[config.mk]
export PLATFORM = sky130hd
export DESIGN_NAME = MemTestTop
export DESIGN_NICKNAME = d
export VERILOG_FILES = /design/src/hw/MemTestPkg.sv /design/src/hw/MemAccessIf.sv /design/src/hw/InternalMemory.sv /design/src/hw/AccessSequencer.sv /design/src/hw/ReadDataChecker.sv /design/src/hw/StatusLeds.sv /design/src/hw/MemTestTop.sv
export SDC_FILE = /design/constraint.sdc
export NUM_CORES = 1
export LEC_CHECK = 0
export ABC_AREA = 1
export BUFFER_PORTS_ARGS = -buffer_cell sky130_fd_sc_hd__buf_2
export CAP_MARGIN = 0
export CORE_ASPECT_RATIO = 2
export CORE_MARGIN = 5
export CORE_UTILIZATION = 55
export DETAILED_ROUTE_END_ITERATION = 12
export PLACE_DENSITY = 0.78
export SETUP_SLACK_MARGIN = 0.05
export SLEW_MARGIN = 10
export SYNTH_ARGS = -nofsm -noshare
export SYNTH_HDL_FRONTEND = slang
export SYNTH_SLANG_ARGS = --single-unit
[constraint.sdc]
create_clock -name clk -period 2.27 [get_ports clk]
set_input_delay 0.3405 -clock clk [delete_from_list [all_inputs] [get_ports clk]]
set_output_delay 0.3405 -clock clk [all_outputs]
set_load 0.1 [all_outputs]
[src/hw/MemTestPkg.sv]
/*
 * Memory tester shared definitions
 * Sizes, latency, word types and the address-derived test pattern
 */
package MemTestPkg;

    localparam int ADDR_WIDTH = 4;
    localparam int MEM_DEPTH = 16;
    localparam int DATA_WIDTH = 32;
    localparam int MEM_LATENCY = 2;                 // Accept to ready again
    localparam int LATENCY_COUNT_WIDTH = $clog2(MEM_LATENCY + 1);
    localparam int ERR_COUNT_WIDTH = 8;
    localparam int LED_BLINK_BIT = 3;               // Short for simulation

    typedef logic [ADDR_WIDTH-1:0] MemAddr;
    typedef logic [DATA_WIDTH-1:0] MemWord;

    localparam MemWord FAULT_MASK = MemWord'(1);    // Flip bit 0 only

    // Inverted address in the upper half, plain address in the lower half
    function automatic MemWord testPattern(input MemAddr addr);
        logic [DATA_WIDTH/2-1:0] ext;
        ext = (DATA_WIDTH/2)'(addr);
        return {~ext, ext};
    endfunction

endpackage

[src/hw/MemAccessIf.sv]
/*
 * Memory access channel
 * Request side (address, data, read/write enables) and the memory's
 * busy, ready and read-data response
 */
`timescale 1ns/1ps

interface MemAccessIf
    import MemTestPkg::*;
();
    MemAddr addr;
    MemWord writeData;
    logic re;
    logic we;
    logic busy;
    logic ready;                // Initialization finished
    MemWord readData;
    logic readDataReady;

    modport requester (
        output addr, writeData, re, we,
        input busy, ready
    );

    modport memory (
        input addr, writeData, re, we,
        output busy, ready, readData, readDataReady
    );

    modport observer (
        input readData, readDataReady, re, addr
    );

endinterface

[src/hw/InternalMemory.sv]
/*
 * Single-port on-chip memory
 * Clears every entry after reset before raising ready, then serves one
 * access at a time with a fixed busy latency
 */
`timescale 1ns/1ps

module InternalMemory
    import MemTestPkg::*;
(
    input logic clk,
    input logic rst,
    MemAccessIf.memory mem
);

    MemWord memArray [MEM_DEPTH];
    MemWord readWord;
    MemAddr initAddr;
    logic initDone;
    logic [LATENCY_COUNT_WIDTH-1:0] latCount;
    logic readPending;
    logic accept;

    // Access taken only when idle and initialized
    assign accept = initDone && (latCount == '0) && (mem.re || mem.we);

    // Control state
    always_ff @(posedge clk) begin
        if (rst) begin
            initAddr <= '0;
            initDone <= 1'b0;
            latCount <= '0;
            readPending <= 1'b0;
        end else begin
            if (!initDone) begin
                initAddr <= initAddr + 1'b1;
                if (initAddr == MemAddr'(MEM_DEPTH - 1)) begin
                    initDone <= 1'b1;       // Last entry cleared this cycle
                end
            end
            if (accept) begin
                latCount <= LATENCY_COUNT_WIDTH'(MEM_LATENCY);
                readPending <= mem.re;
            end else if (latCount != '0) begin
                latCount <= latCount - 1'b1;
            end
        end
    end

    // Storage and read word
    always_ff @(posedge clk) begin
        if (!initDone) begin
            memArray[initAddr] <= '0;       // Clearing stands in for calibration
        end else if (accept && mem.we) begin
            memArray[mem.addr] <= mem.writeData;
        end
        if (accept && mem.re) begin
            readWord <= memArray[mem.addr];
        end
    end

    assign mem.ready = initDone;
    assign mem.busy = (latCount != '0);
    assign mem.readData = readWord;
    assign mem.readDataReady = readPending && (latCount == LATENCY_COUNT_WIDTH'(1));

endmodule

[src/hw/AccessSequencer.sv]
/*
 * Access sequencer
 * Writes every entry with its test pattern, then reads every entry back,
 * forever. An armed fault corrupts one write at the requested address
 */
`timescale 1ns/1ps

module AccessSequencer
    import MemTestPkg::*;
(
    input logic clk,
    input logic rst,
    input logic faultArm,
    input MemAddr faultAddr,
    output logic faultApplied,
    MemAccessIf.requester req
);

    MemAddr addr;
    MemAddr armedAddr;
    MemAddr pendingAddr;
    logic writePhase;           // High while writing
    logic armed;
    logic pendingArm;
    logic slotFree;
    logic faultHit;

    assign slotFree = req.ready && !req.busy;

    // A request seen this cycle counts as well as a latched one
    assign pendingArm = armed || faultArm;
    assign pendingAddr = faultArm ? faultAddr : armedAddr;
    assign faultHit = req.we && pendingArm && (addr == pendingAddr);

    assign req.we = slotFree && writePhase;
    assign req.re = slotFree && !writePhase;
    assign req.addr = addr;
    assign req.writeData = faultHit ? (testPattern(addr) ^ FAULT_MASK) : testPattern(addr);
    assign faultApplied = faultHit;

    always_ff @(posedge clk) begin
        if (rst) begin
            addr <= '0;
            writePhase <= 1'b1;
            armed <= 1'b0;
            armedAddr <= '0;
        end else begin
            if (slotFree) begin
                if (addr == MemAddr'(MEM_DEPTH - 1)) begin
                    addr <= '0;
                    writePhase <= ~writePhase;  // Switch pass at the last entry
                end else begin
                    addr <= addr + 1'b1;
                end
            end
            if (faultHit) begin
                armed <= 1'b0;      // Used up
            end else if (faultArm) begin
                armed <= 1'b1;
                armedAddr <= faultAddr;
            end
        end
    end

endmodule

[src/hw/ReadDataChecker.sv]
/*
 * Read data checker
 * Tracks the address of each returned word, compares it with the test
 * pattern, counts mismatches and marks the end of each read pass
 */
`timescale 1ns/1ps

module ReadDataChecker
    import MemTestPkg::*;
(
    input logic clk,
    input logic rst,
    MemAccessIf.observer mem,
    output logic passDone,
    output logic [ERR_COUNT_WIDTH-1:0] errorCount,
    output MemAddr lastErrorAddr,
    output logic matched,
    output logic errorSeen
);

    MemAddr expAddr;            // Address of the next word to return
    MemWord expWord;
    logic mismatch;
    logic lastEntry;

    assign expWord = testPattern(expAddr);
    assign mismatch = (mem.readData != expWord);
    assign lastEntry = (expAddr == MemAddr'(MEM_DEPTH - 1));

    always_ff @(posedge clk) begin
        if (rst) begin
            expAddr <= '0;
            passDone <= 1'b0;
            errorCount <= '0;
            lastErrorAddr <= '0;
            matched <= 1'b0;
            errorSeen <= 1'b0;
        end else begin
            passDone <= mem.readDataReady && lastEntry;
            if (mem.readDataReady) begin
                expAddr <= lastEntry ? '0 : expAddr + 1'b1;
                matched <= !mismatch;
                if (mismatch) begin
                    if (errorCount != '1) begin
                        errorCount <= errorCount + 1'b1;    // Saturates
                    end
                    lastErrorAddr <= expAddr;
                    errorSeen <= 1'b1;
                end
            end else if (mem.re && (mem.addr == '0)) begin
                expAddr <= '0;      // Realign at the start of a read pass
            end
        end
    end

endmodule

[src/hw/StatusLeds.sv]
/*
 * Status LEDs
 * Blink on LED 7, memory and checker status on LEDs 6 to 0
 */
`timescale 1ns/1ps

module StatusLeds
    import MemTestPkg::*;
(
    input logic clk,
    input logic rst,
    input logic matched,
    input logic errorSeen,
    input logic ready,
    input logic re,
    input logic we,
    input logic busy,
    input logic readDataReady,
    output logic [7:0] ledOut
);

    logic [LED_BLINK_BIT:0] blinkCount;

    always_ff @(posedge clk) begin
        if (rst) begin
            blinkCount <= '0;
            ledOut <= '0;
        end else begin
            blinkCount <= blinkCount + 1'b1;
            ledOut <= {blinkCount[LED_BLINK_BIT], matched, re, we, busy,
                       readDataReady, ~ready, errorSeen};  // LED 1 shows init
        end
    end

endmodule

[src/hw/MemTestTop.sv]
/*
 * Memory tester top level
 * Self-clearing memory, write/read sequencer, read checker and status LEDs
 */
`timescale 1ns/1ps

module MemTestTop
    import MemTestPkg::*;
(
    input logic clk,
    input logic rst,
    input logic faultArm,
    input MemAddr faultAddr,
    output logic passDone,
    output logic faultApplied,
    output logic [ERR_COUNT_WIDTH-1:0] errorCount,
    output MemAddr lastErrorAddr,
    output logic [7:0] ledOut
);

    logic matched;
    logic errorSeen;

    MemAccessIf memIf();

    InternalMemory u_InternalMemory (
        .clk(clk),
        .rst(rst),
        .mem(memIf.memory)
    );

    AccessSequencer u_AccessSequencer (
        .clk(clk),
        .rst(rst),
        .faultArm(faultArm),
        .faultAddr(faultAddr),
        .faultApplied(faultApplied),
        .req(memIf.requester)
    );

    ReadDataChecker u_ReadDataChecker (
        .clk(clk),
        .rst(rst),
        .mem(memIf.observer),
        .passDone(passDone),
        .errorCount(errorCount),
        .lastErrorAddr(lastErrorAddr),
        .matched(matched),
        .errorSeen(errorSeen)
    );

    // Status taken straight from the access channel
    StatusLeds u_StatusLeds (
        .clk(clk),
        .rst(rst),
        .matched(matched),
        .errorSeen(errorSeen),
        .ready(memIf.ready),
        .re(memIf.re),
        .we(memIf.we),
        .busy(memIf.busy),
        .readDataReady(memIf.readDataReady),
        .ledOut(ledOut)
    );

endmodule

# Word level (Yosys, flattened, before mapping)

Memories as Yosys holds them, arrays and structs flattened. A register that Yosys moved wholly into a read port is not among the register bits.
Cells that the tools add are included.

Input port bits: 7
Output and inout bits: 22
Memories: 1
Register bits after elaboration: 81
Memory bits (writable): 320
Logic and storage cells: 82

Equal/unequal tests: 7
Reduce and logical (&&, ||, !) cells: 28
Multiplexer cells: 17
Bitwise gates (word level): 5
Add/subtract/negate cells: 6

Memories:

| memory                    | words | width | rd ports | clocked after Yosys merged registers in | write ports | RTL line             | text |
|---|---|---|---|---|---|---|---|
| u_InternalMemory.memArray | 16    | 20    | 1        | 1                                       | 1           | InternalMemory.sv:16 | `MemWord memArray [MEM_DEPTH];` |

Operators with widths:

| cell                                             | number |
|---|---|
| inequality test 32 bit                           | 1 |
| NOT 4 -> 16 bit                                  | 2 |
| two-way mux 4 bit                                | 6 |
| two-way mux 20 bit                               | 1 |
| OR reduction 20 bit                              | 1 |
| adder 4 x 1 -> 4 bit, second input constant      | 4 |
| == test 4 bit, second input constant             | 3 |
| logical AND 1 bit                                | 12 |
| adder 8 x 1 -> 8 bit, second input constant      | 1 |
| two-way mux 1 bit                                | 8 |
| inequality test 8 bit, second input constant     | 1 |
| nonzero test 2 bit                               | 3 |
| == test 4 bit                                    | 1 |
| zero test 4 bit                                  | 1 |
| two-way mux 2 bit                                | 2 |
| AND reduction 2 bit                              | 2 |
| OR reduction 2 bit                               | 2 |
| zero test 1 bit                                  | 3 |
| NOT 1 bit                                        | 3 |
| AND reduction 3 bit                              | 1 |
| == test 2 x 1 -> 1 bit, second input constant    | 1 |
| zero test 2 bit                                  | 1 |
| logical OR 1 bit                                 | 2 |
| subtractor 2 x 1 -> 2 bit, second input constant | 1 |

# Logic depth before layout (Yosys ltp)

Depth in word-level cells: 12
Gate-level depth with buffers: 11

# Modules after synthesis

A second synthesis with hierarchy kept.

Cells, all modules: 2154
Area total of the unflattened synthesis: 24561.1 um^2

Modules (own cells, without submodules):

| module          | seq. area each (um^2) | cells each | instances | area each (um^2) |
|---|---|---|---|---|
| InternalMemory  | 16495.8               | 1773       | 1         | 22056.2 |
| ReadDataChecker | 380.4                 | 201        | 1         | 1201.2 |
| AccessSequencer | 200.2                 | 139        | 1         | 935.9 |
| StatusLeds      | 240.2                 | 41         | 1         | 367.9 |

# Worst setup path before layout

OpenSTA, ideal clock, no wires.

Path type: input port to flip-flop
From: in faultArm
To: mem u_InternalMemory.memArray[0][0] (netlist bit) (data pin)
Path slack: 8 ps
Buffers on the path: 1
Data arrival time: 1985 ps
Required time: 1993 ps
Library setup time: 277 ps
Cell stages on the path: 9
Path through: buf_6 -> inv_4 -> nand2_1 -> nand2_1 -> xor2_2 -> nand2_2 -> nor2_4 -> nor2_2 -> nor2_1

Word-level cells in the longest chain between the ends: 5
Elaborated cells between the ends (all ways): 7

Ends and longest elaborated chain:

| item                                                         | RTL line                                     | text |
|---|---|---|
| start, declared                                              | MemTestTop.sv:12                             | `input logic faultArm,` |
| two-way mux 4 bit / logical OR 1 bit (equally long branches) | AccessSequencer.sv:32, AccessSequencer.sv:31 |  |
| == test 4 bit / logical AND 1 bit (equally long branches)    | AccessSequencer.sv:33                        | `assign faultHit = req.we && pendingArm && (addr == pendingAddr);` |
| logical AND 1 bit (*)                                        | AccessSequencer.sv:33                        |  |
| via faultApplied                                             | MemTestTop.sv:15                             | `output logic faultApplied,` |
| two-way mux 1 bit (*)                                        | AccessSequencer.sv:38                        | `assign req.writeData = faultHit ? (testPattern(addr) ^ FAULT_MASK) : testPattern(addr);` |
| two-way mux 20 bit (no source line) (*)                      | -                                            |  |
| end, declared                                                | InternalMemory.sv:16                         |  |

Mark *: on every way through the listed nets, which the timed path passes. The rest lies on a longest branch.

# Final worst setup path

From: reg u_InternalMemory.latCount[0]
To: out faultApplied

Word-level cells in the longest chain between the ends: 6

Ends and longest elaborated chain:

| item                            | RTL line              | text |
|---|---|---|
| start, declared                 | InternalMemory.sv:20  | `logic [LATENCY_COUNT_WIDTH-1:0] latCount;` |
| start signal, assigned          | InternalMemory.sv:42  | `latCount <= LATENCY_COUNT_WIDTH'(MEM_LATENCY);` |
| start signal, assigned          | InternalMemory.sv:45  | `latCount <= latCount - 1'b1;` |
| nonzero test 2 bit              | InternalMemory.sv:63  | `assign mem.busy = (latCount != '0);` |
| zero test 1 bit                 | AccessSequencer.sv:28 | `assign slotFree = req.ready && !req.busy;` |
| logical AND 1 bit               | AccessSequencer.sv:28 |  |
| logical AND 1 bit               | AccessSequencer.sv:35 | `assign req.we = slotFree && writePhase;` |
| logical AND 1 bit (2 in series) | AccessSequencer.sv:33 |  |
| end, declared                   | MemTestTop.sv:15      |  |

No other way between the ends.

==> summary.md <==
| Metric | Value |
|---|---|
| DR WL met2 | `12100 µm` |
| Largest net degree at the start of global routing | `79` |
| Met3 wire length | `1160 µm` |
| Minimum clock period | `2.15 ns` |
| CTS HTree Levels | `1` |
| YS warnings | `0` |
| Post-Syn Area | `8450 µm²` |
| Clock-pin slew on the worst setup and hold paths | `0.08 ns` |
| CTS tree | `done` |
| # clock sinks | `202` |
| Register area share after synthesis | `65.9%` |
| Share of cells above drive strength 1 | `16.4%` |
| DP Area | `8990 µm²` |
| Gpl congestion | `0.919` |
| Pre-CTS setup slack | `0.205 ns` |
| Met1 wire length | `6580 µm` |
| Final Skew | `0.0259 ns` |
| DRT Pass-1 Iters | `7` |
| Overflow after GRT | `0` |
| Critical path capture point type | `primary output` |
| Worst hold margin | `0.253 ns` |
| First-pass GRT wire length | `32200 µm` |
| Clock Latency Late Sink | `0.48 ns` |
| Core Region | `15200 µm²` |
| Vias per cell | `5.74` |
| Reg2Reg Setup Slack | `0.16 ns` |
| Layout area overhead | `14.5%` |
| Die height | `185 µm` |
| CP required | `1.93 ns` |
| Hold Vio Cnt, Final | `0` |
| Pwr Density | `750 nW/µm²` |
| Post-Synthesis Cells | `794` |
| Net count, final | `864` |
| Critical path type | `reg2out` |
| Seq cells post-synth | `202` |
| CTS buffer count | `16` |
| Critical R2R Capture | `u_InternalMemory.memArray[7][6]$_DFFE_PP_` |
| Cells after DPL | `1021` |
| Syn_nets | `807` |
| Die width | `97.7 µm` |
| Post-synth top area share | `54.3%` |
| Setup crit start kind | `flop` |
| Uppermost layer routed | `met4` |
| Worst Path Arrival | `1.81 ns` |
| # DRC | `0` |
| Slack of the critical path | `0.116 ns` |
| Worst Tran Pin Value | `0.824 ns` |
| Root buf cell | `clkbuf_16` |
| RSZ-0062 raised after global routing | `no` |
| Setup TNS | `0 ns` |
| DRT iter0 DRCs | `562` |
| Port bufs | `28` |
| Number of global-route vias before repair | `6124` |
| WHS Path Cells | `2` |
| Slew Limit Fails | `0` |
| Hold Path Sink | `u_StatusLeds.blinkCount[0]$_SDFF_PP0_` |
| Reg2reg path depth | `9` |
| Max Fclk | `0.464 GHz` |
| I/O pin count | `29` |
| Final Cycle Share | `94.9%` |
| Row count | `64` |
| Synth Flop Type | `edfxtp_1` |
| Dpl hpwl | `14600 µm` |
| Initial Utilization | `55.6%` |
| Vias | `6076` |
| Final Cell Area | `9680 µm²` |
| Avg WL per Cell | `20.3 µm` |
| Status | `finished, final reports clean` |
| Max-Cap Viols | `0` |
| Longest Clk Path Bufs | `3` |
| Normalized max-slew margin | `45.0%` |
| Final setup fails | `0` |
| Unique cell type count in the Yosys netlist | `40` |
| Hold Crit Class | `in2reg` |
| Antenna violations before repair | `0` |
| EDFF count, synth | `153` |
| Synth area leader | `edfxtp_1` |
| Ant diodes | `0` |
| Post-route insts no fill | `1058` |
| Syn Area/Cell | `10.6 µm²` |
| GRT Util Overall | `23.2%` |
| Final ANT Viol Nets | `0` |
| Hold Path Origin | `rst` |
| RR Startpoint | `u_InternalMemory.latCount[0]$_SDFFE_PP0P_` |
| Ranking of synthesized cells by area | `edfxtp_1 54%, dfxtp_1 12%, nor2_1 6.3%, nand2_1 5.5%, o21ai_0 4.7%` |
| Crit Path Max Fanout | `6` |
| Leakage Power | `3.69 nW` |
| Async set-reset flop share out of synthesis | `0%` |
| Total Die Area | `18100 µm²` |
| VDD IR max | `0.349 mV` |
| Filler Cells Inserted | `1150` |
| WL final | `21500 µm` |
## synthesized netlist by cell type (5+ instances only)
cell type and instances:
nand2_2 5, edfxtp_1 153, nand2_1 123, nand4_1 12, nor2_1 143, inv_1 46, o21ai_0 79, buf_2 14
inv_2 7, dfxtp_1 49, nand3_1 33, o22ai_1 36, clkbuf_1 15, a21oi_1 27, ha_1 6, nor3_1 5
## final cells by class
cell class	instances	area, µm²	share of cell area (%)
Clock inverter	8	123	1.27
Tap cell	198	248	2.56
Timing Repair Buffer	76	601	6.21
Sequential cell	202	5580	57.7
Clock buffer	19	443	4.58
Multi-Input combinational cell	500	2470	25.5
Inverter	55	211	2.19
## kinds of logic (layout without fill, tap and decap cells)
| family | count (synthesis) | after routing | share of synthesized area (%) |
|---|---|---|---|
| compound gates | 151 | 151 | 10.0 |
| fa+ha+maj | 6 | 6 | 0.888 |
| simple gates | 340 | 340 | 17.8 |
| flops | 202 | 202 | 65.9 |
| xor+xnor | 3 | 3 | 0.400 |
| buf+inv | 92 | 158 | 4.96 |
## per-layer routing
metal	vias up	GRT usage (%)
met5	-	0
met2	282	46.9
met3	107	2.30
li1	2837	-
met1	2850	21.6
met4	0	14.2
## state kept, by name (all words and copies together), names as in the netlist
name and count:
u_StatusLeds.ledOut 8, u_AccessSequencer.armedAddr 4, u_ReadDataChecker.passDone 1, u_AccessSequencer.writePhase 1, u_InternalMemory.memArray 144, u_InternalMemory.readPending 1
u_InternalMemory.mem.readData 9, u_ReadDataChecker.errorCount 8, u_ReadDataChecker.errorSeen 1, u_InternalMemory.mem.ready 1, u_AccessSequencer.req.addr 4, u_InternalMemory.initAddr 4
u_ReadDataChecker.lastErrorAddr 4, u_ReadDataChecker.matched 1, u_InternalMemory.latCount 2, u_StatusLeds.blinkCount 4, u_ReadDataChecker.expAddr 4, u_AccessSequencer.armed 1
## repair_timing
item / CTS / global route
setup endpoints to repair: 1 / 1
gates resized for setup: 2 / 5
pin swaps: 3 / 4
buffers inserted: 3 / 5
hold buffers: 0 / 0
gates cloned: 0 / 2
## power by group
group	internal (mW)	switching (mW)	total, mW
Combinational	0.0755	0.172	0.247
Clock	1.75	1.23	2.98
Sequential	4.00	0.0249	4.03
Total	5.82	1.43	7.25
## worst max path at each step
stage                                               start                                         end  slack, ns  cells after the start
2_1_floorplan                                    faultArm   u_InternalMemory.memArray[0][0]$_DFFE_PP_       0.15                      9
3_3_place_gp        u_InternalMemory.mem.ready$_SDFF_PP0_  u_InternalMemory.memArray[11][2]$_DFFE_PP_       0.26                      7
3_5_place_dp        u_InternalMemory.mem.ready$_SDFF_PP0_   u_InternalMemory.memArray[7][6]$_DFFE_PP_       0.20                      7
4_1_cts        u_AccessSequencer.req.addr[0]$_SDFFE_PP0N_                                faultApplied       0.07                      7
5_1_grt         u_InternalMemory.latCount[0]$_SDFFE_PP0P_                                faultApplied       0.06                      8
6_report        u_InternalMemory.latCount[0]$_SDFFE_PP0P_                                faultApplied       0.12                      8
## placed cells by master, fill, tap and decap left out, types with 4 or more instances in the layout
cell / netlist / final
edfxtp_1: 153 / 153
nor2_1: 143 / 142
nand2_1: 123 / 123
o21ai_0: 79 / 79
inv_1: 46 / 46
dfxtp_1: 49 / 46
buf_4: 4 / 42
o22ai_1: 36 / 36
nand3_1: 33 / 33
a21oi_1: 27 / 27
buf_2: 14 / 27
clkbuf_16: 0 / 19
nand4_1: 12 / 12
inv_2: 7 / 6
ha_1: 6 / 6
nand2_2: 5 / 5
nor3_1: 5 / 5
buf_12: 1 / 5
nor2_4: 3 / 4
nand2_4: 4 / 4
## critical path, stage by stage (launching register included)
cell,delay [ns]
dfxtp_4,0.37
nor2_4,0.13
nand2_4,0.10
nor2_8,0.12
nand2_2,0.07
nor2_4,0.13
inv_2,0.06
nor2_4,0.15
buf_12,0.19
## through the flow
stage                     power (mW)  utilization, %
final                           7.25            63.6
after detailed placement        4.35            59.1
after global routing            7.47            63.6
after CTS                       7.27            63.0
after global placement          4.34            59.1
after floorplan                 4.26               -
(Power assumes the default switching activity.)
